**src/verilog/attn_pkg.sv**
```systemverilog
package attn_pkg;

    //////////////////////////////
    // sizes
    //////////////////////////////
    localparam int DATA_W  = 8;                       // Q4.4 element
    localparam int SEQ_LEN = 4;                       // rows of q, k, v
    localparam int D_K     = 4;                       // head dimension
    localparam int ACC_W   = 20;                      // mac accumulator
    localparam int MAT_W   = SEQ_LEN * D_K * DATA_W;  // flat matrix bus
    localparam int ROW_W   = $clog2(SEQ_LEN);
    localparam int COL_W   = $clog2(D_K);

    // fixed point
    localparam int FRAC_W    = 4;
    localparam int SCALE_VAL = 8;                     // 0.5 = 1/sqrt(4)
    localparam int ONE_VAL   = 16;                    // 1.0
    localparam int ELEM_MAX  = 127;
    localparam int ELEM_MIN  = -128;

    //////////////////////////////
    // softmax
    //////////////////////////////
    localparam int W_MAX       = 64;                  // weight at the row max
    localparam int W_SHIFT_MAX = 6;
    localparam int WGT_W  = $clog2(W_MAX) + 1;
    localparam int SH_W   = $clog2(W_SHIFT_MAX + 1);
    localparam int SUM_W  = WGT_W + $clog2(D_K);      // sum of one row of weights
    localparam int NUM_W  = WGT_W + $clog2(ONE_VAL);  // w * 1.0
    localparam int REM_W  = SUM_W + 1;                // partial remainder
    localparam int STEP_W = $clog2(DATA_W);           // one quotient bit per step

    // array pass ends one cycle after the last MAC lands in cell (3,3)
    localparam int MM_CNT_END = SEQ_LEN + 2 * D_K - 2;
    localparam int MM_CNT_W   = $clog2(MM_CNT_END + 1);

    typedef logic signed [DATA_W-1:0] elem_t;
    typedef elem_t mat_t [SEQ_LEN][D_K];

    typedef enum logic [8:0] {
        IDLE    = 9'b0_0000_0001,
        LOAD_QK = 9'b0_0000_0010,
        RUN_QK  = 9'b0_0000_0100,  // s = q * k^T
        LOAD_SC = 9'b0_0000_1000,
        RUN_SC  = 9'b0_0001_0000,  // s' = s * d
        RUN_SM  = 9'b0_0010_0000,  // p = softmax(s')
        LOAD_PV = 9'b0_0100_0000,
        RUN_PV  = 9'b0_1000_0000,  // o = p * v
        DONE    = 9'b1_0000_0000
    } attn_state_t;

endpackage

```
**src/verilog/softmax_row.sv**
```systemverilog
module softmax_row
    import attn_pkg::*;
(
    input  logic  I_CLK,
    input  logic  I_ASYN_RSTN,
    input  logic  start,
    input  elem_t row_in  [D_K],
    output logic  vld,
    output elem_t row_out [D_K]
);

    typedef enum logic [1:0] {
        SM_IDLE,  // capture row and max
        SM_WGT,
        SM_DIV,
        SM_DONE
    } sm_state_t;

    sm_state_t          state;
    logic [COL_W-1:0]   idx;    // entry being divided
    logic [STEP_W-1:0]  step;
    elem_t              x_r [D_K];
    elem_t              m_r;
    logic [WGT_W-1:0]   w_r [D_K];
    logic [SUM_W-1:0]   sum_r;
    logic [REM_W-1:0]   rem;
    logic [DATA_W-1:0]  num;    // numerator bits not yet shifted in
    logic [DATA_W-1:0]  quo;

    elem_t              row_max;
    logic [WGT_W-1:0]   w_nxt [D_K];
    logic [SUM_W-1:0]   sum_nxt;
    logic [NUM_W-1:0]   numer;
    logic [REM_W-1:0]   rem_cur;
    logic [DATA_W-1:0]  num_cur;
    logic [REM_W-1:0]   trial;
    logic               q_bit;

    always_comb begin
        row_max = row_in[0];
        for (int i = 1; i < D_K; i++) begin
            if (row_in[i] > row_max) begin
                row_max = row_in[i];
            end
        end
    end

    // w = 64 >> min((m - x) >> 4, 6)
    always_comb begin : weights
        logic [DATA_W:0] diff;
        logic [SH_W-1:0] sh;
        sum_nxt = '0;
        for (int i = 0; i < D_K; i++) begin
            diff = {m_r[DATA_W-1], m_r} - {x_r[i][DATA_W-1], x_r[i]};
            diff = diff >> FRAC_W;
            if (int'(diff) > W_SHIFT_MAX) begin
                sh = SH_W'(W_SHIFT_MAX);
            end else begin
                sh = diff[SH_W-1:0];
            end
            w_nxt[i] = WGT_W'(W_MAX) >> sh;
            sum_nxt  = sum_nxt + SUM_W'(w_nxt[i]);
        end
    end

    //////////////////////////////
    // restoring divider
    //////////////////////////////
    assign numer   = NUM_W'(w_r[idx]) * NUM_W'(ONE_VAL);
    assign rem_cur = (step == '0) ? REM_W'(numer >> DATA_W) : rem;  // preload high bits
    assign num_cur = (step == '0) ? numer[DATA_W-1:0] : num;
    assign trial   = {rem_cur[REM_W-2:0], num_cur[DATA_W-1]};
    assign q_bit   = (trial >= REM_W'(sum_r));

    always_ff @(posedge I_CLK or negedge I_ASYN_RSTN) begin
        if (!I_ASYN_RSTN) begin
            state <= SM_IDLE;
            idx   <= '0;
            step  <= '0;
        end else if (!start) begin
            state <= SM_IDLE;
            idx   <= '0;
            step  <= '0;
        end else begin
            unique case (state)
                SM_IDLE: state <= SM_WGT;
                SM_WGT: begin
                    state <= SM_DIV;
                    idx   <= '0;
                    step  <= '0;
                end
                SM_DIV: begin
                    step <= step + 1'b1;  // wraps per entry
                    if (step == STEP_W'(DATA_W - 1)) begin
                        idx <= idx + 1'b1;
                        if (idx == COL_W'(D_K - 1)) begin
                            state <= SM_DONE;
                        end
                    end
                end
                SM_DONE: state <= SM_IDLE;  // next row on the following cycle
            endcase
        end
    end

    always_ff @(posedge I_CLK) begin
        unique case (state)
            SM_IDLE: begin
                x_r <= row_in;
                m_r <= row_max;
            end
            SM_WGT: begin
                w_r   <= w_nxt;
                sum_r <= sum_nxt;
            end
            SM_DIV: begin
                rem <= q_bit ? trial - REM_W'(sum_r) : trial;
                num <= num_cur << 1;
                quo <= {quo[DATA_W-2:0], q_bit};
                if (step == STEP_W'(DATA_W - 1)) begin
                    row_out[idx] <= elem_t'({quo[DATA_W-2:0], q_bit});
                end
            end
            default: begin
            end
        endcase
    end

    assign vld = (state == SM_DONE);

endmodule
```
**config.mk**
```make
export PLATFORM = sky130hd
export DESIGN_NAME = softmax_row
export DESIGN_NICKNAME = d
export VERILOG_FILES = /design/src/verilog/attn_pkg.sv /design/src/verilog/softmax_row.sv
export SDC_FILE = /design/constraint.sdc
export NUM_CORES = 1
export LEC_CHECK = 0
export ABC_AREA = 1
export ABC_CLOCK_PERIOD_IN_PS = 5800
export BUFFER_PORTS_ARGS = -buffer_cell sky130_fd_sc_hd__buf_2
export CAP_MARGIN = 20
export CORE_AREA = 2 2 165 167
export CTS_CLUSTER_DIAMETER = 30
export DETAILED_ROUTE_END_ITERATION = 6
export DIE_AREA = 0 0 167 169
export PLACE_DENSITY = 0.54
export SLEW_MARGIN = 20
export SYNTH_ARGS = -nofsm -noshare
export SYNTH_HDL_FRONTEND = slang
export SYNTH_SLANG_ARGS = --single-unit
```
**constraint.sdc**
```tcl
create_clock -name I_CLK -period 5.8 [get_ports I_CLK]
set_input_delay 0.29 -clock I_CLK [delete_from_list [all_inputs] [get_ports I_CLK]]
set_output_delay 0.29 -clock I_CLK [all_outputs]
set_load 0.005 [all_outputs]
```
==> metrics.csv <==
metric;value;unit
status;finished clean;
syn_nets;921;
clock-root-buffer;clkbuf_16;
grt_pass1_vias;5264;
internal_power;3.459;mW
synthMostInstantiatedCell;inv_1;
drt-pass1-iter-count;5;
synthArstFlopShare;0.05185;
place_hpwl;12130;µm
synth_fa_ha_area_frac;0.1641;
num_antenna_cells;0;
clock_path_buffers;2;
dpl-instance-area;0.008611;mm²
switching_share;0.4265;
coreArea;0.02650;mm²
min-delay-start;row_in[8];
holdWs;55.87;ps
seqPwrFrac;0.295;
worst-r2r-setup-slack;990;ps
rsz0062_at_grt;false;
synth_top_family_by_area;adder cells;
start_kind;flip-flop;
ant_nets;0;
finalSetupViolCount;0;
die_w;167;µm
cap_violations;0;
placementRows;60;
fin_tns_setup;0;ps
timing.rr.end;sum_r[7];
post_drt_wl_per_cell;12.78;µm
ctsHtreeMaxLevel;4;
synth_compound_area_frac;0.07137;
hp-class;input pin to flip-flop;
ys_types;35;
placedCellCount;1196;
finalClockSkew;20.21;ps
die_h;169;µm
numClockSinks;135;
layout-drive-gt1-share;0.1240;
synth_top_cell_by_area;edfxtp_1;
ys_ff_latch;135;
clock.fmax;207.9;MHz
vias_per_cell;4.244;
cts_buffers;17;
crit_path_max_fanout;4;
hold-path-endpoint;x_r[8];
synth-edff-count;128;
grt_usage;0.1185;
final_cells;1228;
max-slew-margin-rel;0.3817;
synthXorXnorAreaFrac;0.02342;
drt_iter0_markers;252;
grt_pass1_wl;26530;µm
syn_avg_cell_area;9.916;µm²
gp_congestion;0.8080;
postLayoutCoreUtil;0.3485;
io_pins;68;
p_sw;2.572;mW
synthSimpleGateAreaFrac;0.1423;
synthToLayoutAreaGrowth;17.59;%
cts_resized;0;
overflow;0;
ys_seq_area_frac;0.5117;
clkLatencyLatePin;430;ps
nFillCells;2673;
p_per_area;653.1;mW/mm²
p_leak;4.388;nW
final_area;0.009235;mm²
post-place-ws;616.0;ps
timing.final.ws_setup;989.8;ps
period_needed;4810;ps
drc_errors;0;
synth_top_cell_area_share;0.4894;
cp.required;5960;ps
reg2reg_depth;25;
comb_power_share;0.517;
synth_area_leaders;edfxtp_1 (49%), ha_1 (13%), inv_1 (8.1%);
arrival;4970;ps
finalMaxSlewViolations;0;
nNetsFinal;1004;
period_share;0.8293;
path_class;flip-flop to flip-flop;
die_area;0.02822;mm²
tightest_slew;927.5;ps
clk_pin_slew;60;ps
ir_drop;291.8;µV
initial_core_util;0.2964;
cts_tree;done;
holdPathStages;1;
grt_max_degree;41;
netlist_area;0.007854;mm²
synth-main-ff-cell;edfxtp_1;
portBuffers;67;
fin_total_pwr;6.031;mW
synthCells;792;
synth.area.mux_share;0.002549;
reg2reg_from;m_r[1];
yosys_warnings;0;
finalHoldViolCount;0;
p_clk_frac;0.188;
synth_top_cells_by_count;inv_1 (170), edfxtp_1 (128), nand2_1 (121), ha_1 (79), nor2_1 (77);
antenna_found_initial;0;
wirelength;15690;µm
vias;5212;
end_kind;flip-flop;
power by group through the flow:
stage	Sequential [mW]	Combinational, mW	Clock (mW)
6_report	1.78	3.12	1.13
5_1_grt	1.82	3.69	1.19
4_1_cts	1.79	3.18	1.16
3_5_place_dp	1.80	3.11	0
3_3_place_gp	1.80	3.11	0
2_1_floorplan	1.75	2.42	0
area by class of cell:
type                            count  area, µm²  area share
Sequential cell                   135       4019      0.4352
Timing Repair Buffer               70      360.3     0.03902
Multi-Input combinational cell    480       3173      0.3436
Clock inverter                     14      188.9     0.02046
Inverter                          171      641.9     0.06950
Clock buffer                       17      425.4     0.04606
Tap cell                          341      426.7     0.04620
worst max-delay path: stages (launching register included):
cell and delay, ps:
edfxtp_1 450, ha_1 290, o21ai_0 80, nand2_1 70, nand3_1 70, nand2_1 100
a21o_1 190, a21o_1 180, a21oi_1 160, nand2_1 60, o21ai_0 130, o31ai_1 120
nor2_1 200, nand3_1 110, inv_1 120, fa_1 390, inv_1 80, fa_1 420
inv_1 70, ha_1 160, inv_1 70, fa_1 400, o21ai_0 280, a21oi_1 100
o21ai_0 190, xor2_1 90
worst max path at each step:
stage | from | endpoint | slack, ps
2_1_floorplan | m_r[1] | sum_r[7] | 1380
3_3_place_gp | row_in[31] | m_r[0] | 670
3_5_place_dp | row_in[31] | m_r[0] | 620
4_1_cts | m_r[1] | sum_r[7] | 950
5_1_grt | m_r[1] | sum_r[7] | 410
6_report | m_r[1] | sum_r[7] | 990
cells by family (layout without fill, tap and decap cells):
kind of cell             count (synthesis)  in the layout
XOR/XNOR                                21             21
buffers and inverters                  177            272
AO/OA/AOI/OAI                          102            102
AND/OR/NAND/NOR                        261            261
flip-flops                             135            135
multiplexers                             2              2
adder cells (fa/ha/maj)                 94             94
per-layer routing:
| metal | GRT usage | share of wire | vias up |
|---|---|---|---|
| li1 | - | - | 2776 |
| met1 | 0.1546 | 0.49 | 2319 |
| met3 | 0.02876 | 0.035 | 15 |
| met2 | 0.1950 | 0.46 | 102 |
| met5 | 0 | 0 | - |
| met4 | 0.03636 | 0.014 | 0 |
sequential cells by signal, indices dropped and copies added (netlist names):
register	count
step	3
quo	7
num	3
state	2
row_out	32
idx	2
w_r	28
m_r	8
rem	9
sum_r	9
x_r	32
timing repair:
| action | 4_1_cts | 5_1_grt |
|---|---|---|
| hold endpoints to repair | 7 | 0 |
| hold buffers | 1 | 0 |
| endpoints found under the setup margin | 0 | 0 |
| setup buffers | 0 | 0 |
layout by cell type, fill, tap and decap left out, types with 3 or more instances in the layout:
cell and n:
edfxtp_1 128, nor3_1 8, clkbuf_16 17, buf_2 67, inv_1 170, fa_1 15
a21oi_1 29, ha_1 78, nand3_1 27, clkinv_4 3, a31oi_1 4, nor2_1 77
a21o_1 9, inv_6 6, bufinv_16 3, or2_2 4, o21ai_0 49, nand2_1 121
xor2_1 17, dfrtp_1 7, xnor2_1 4, nand4_1 15
Power figures use the tool's default switching activity.
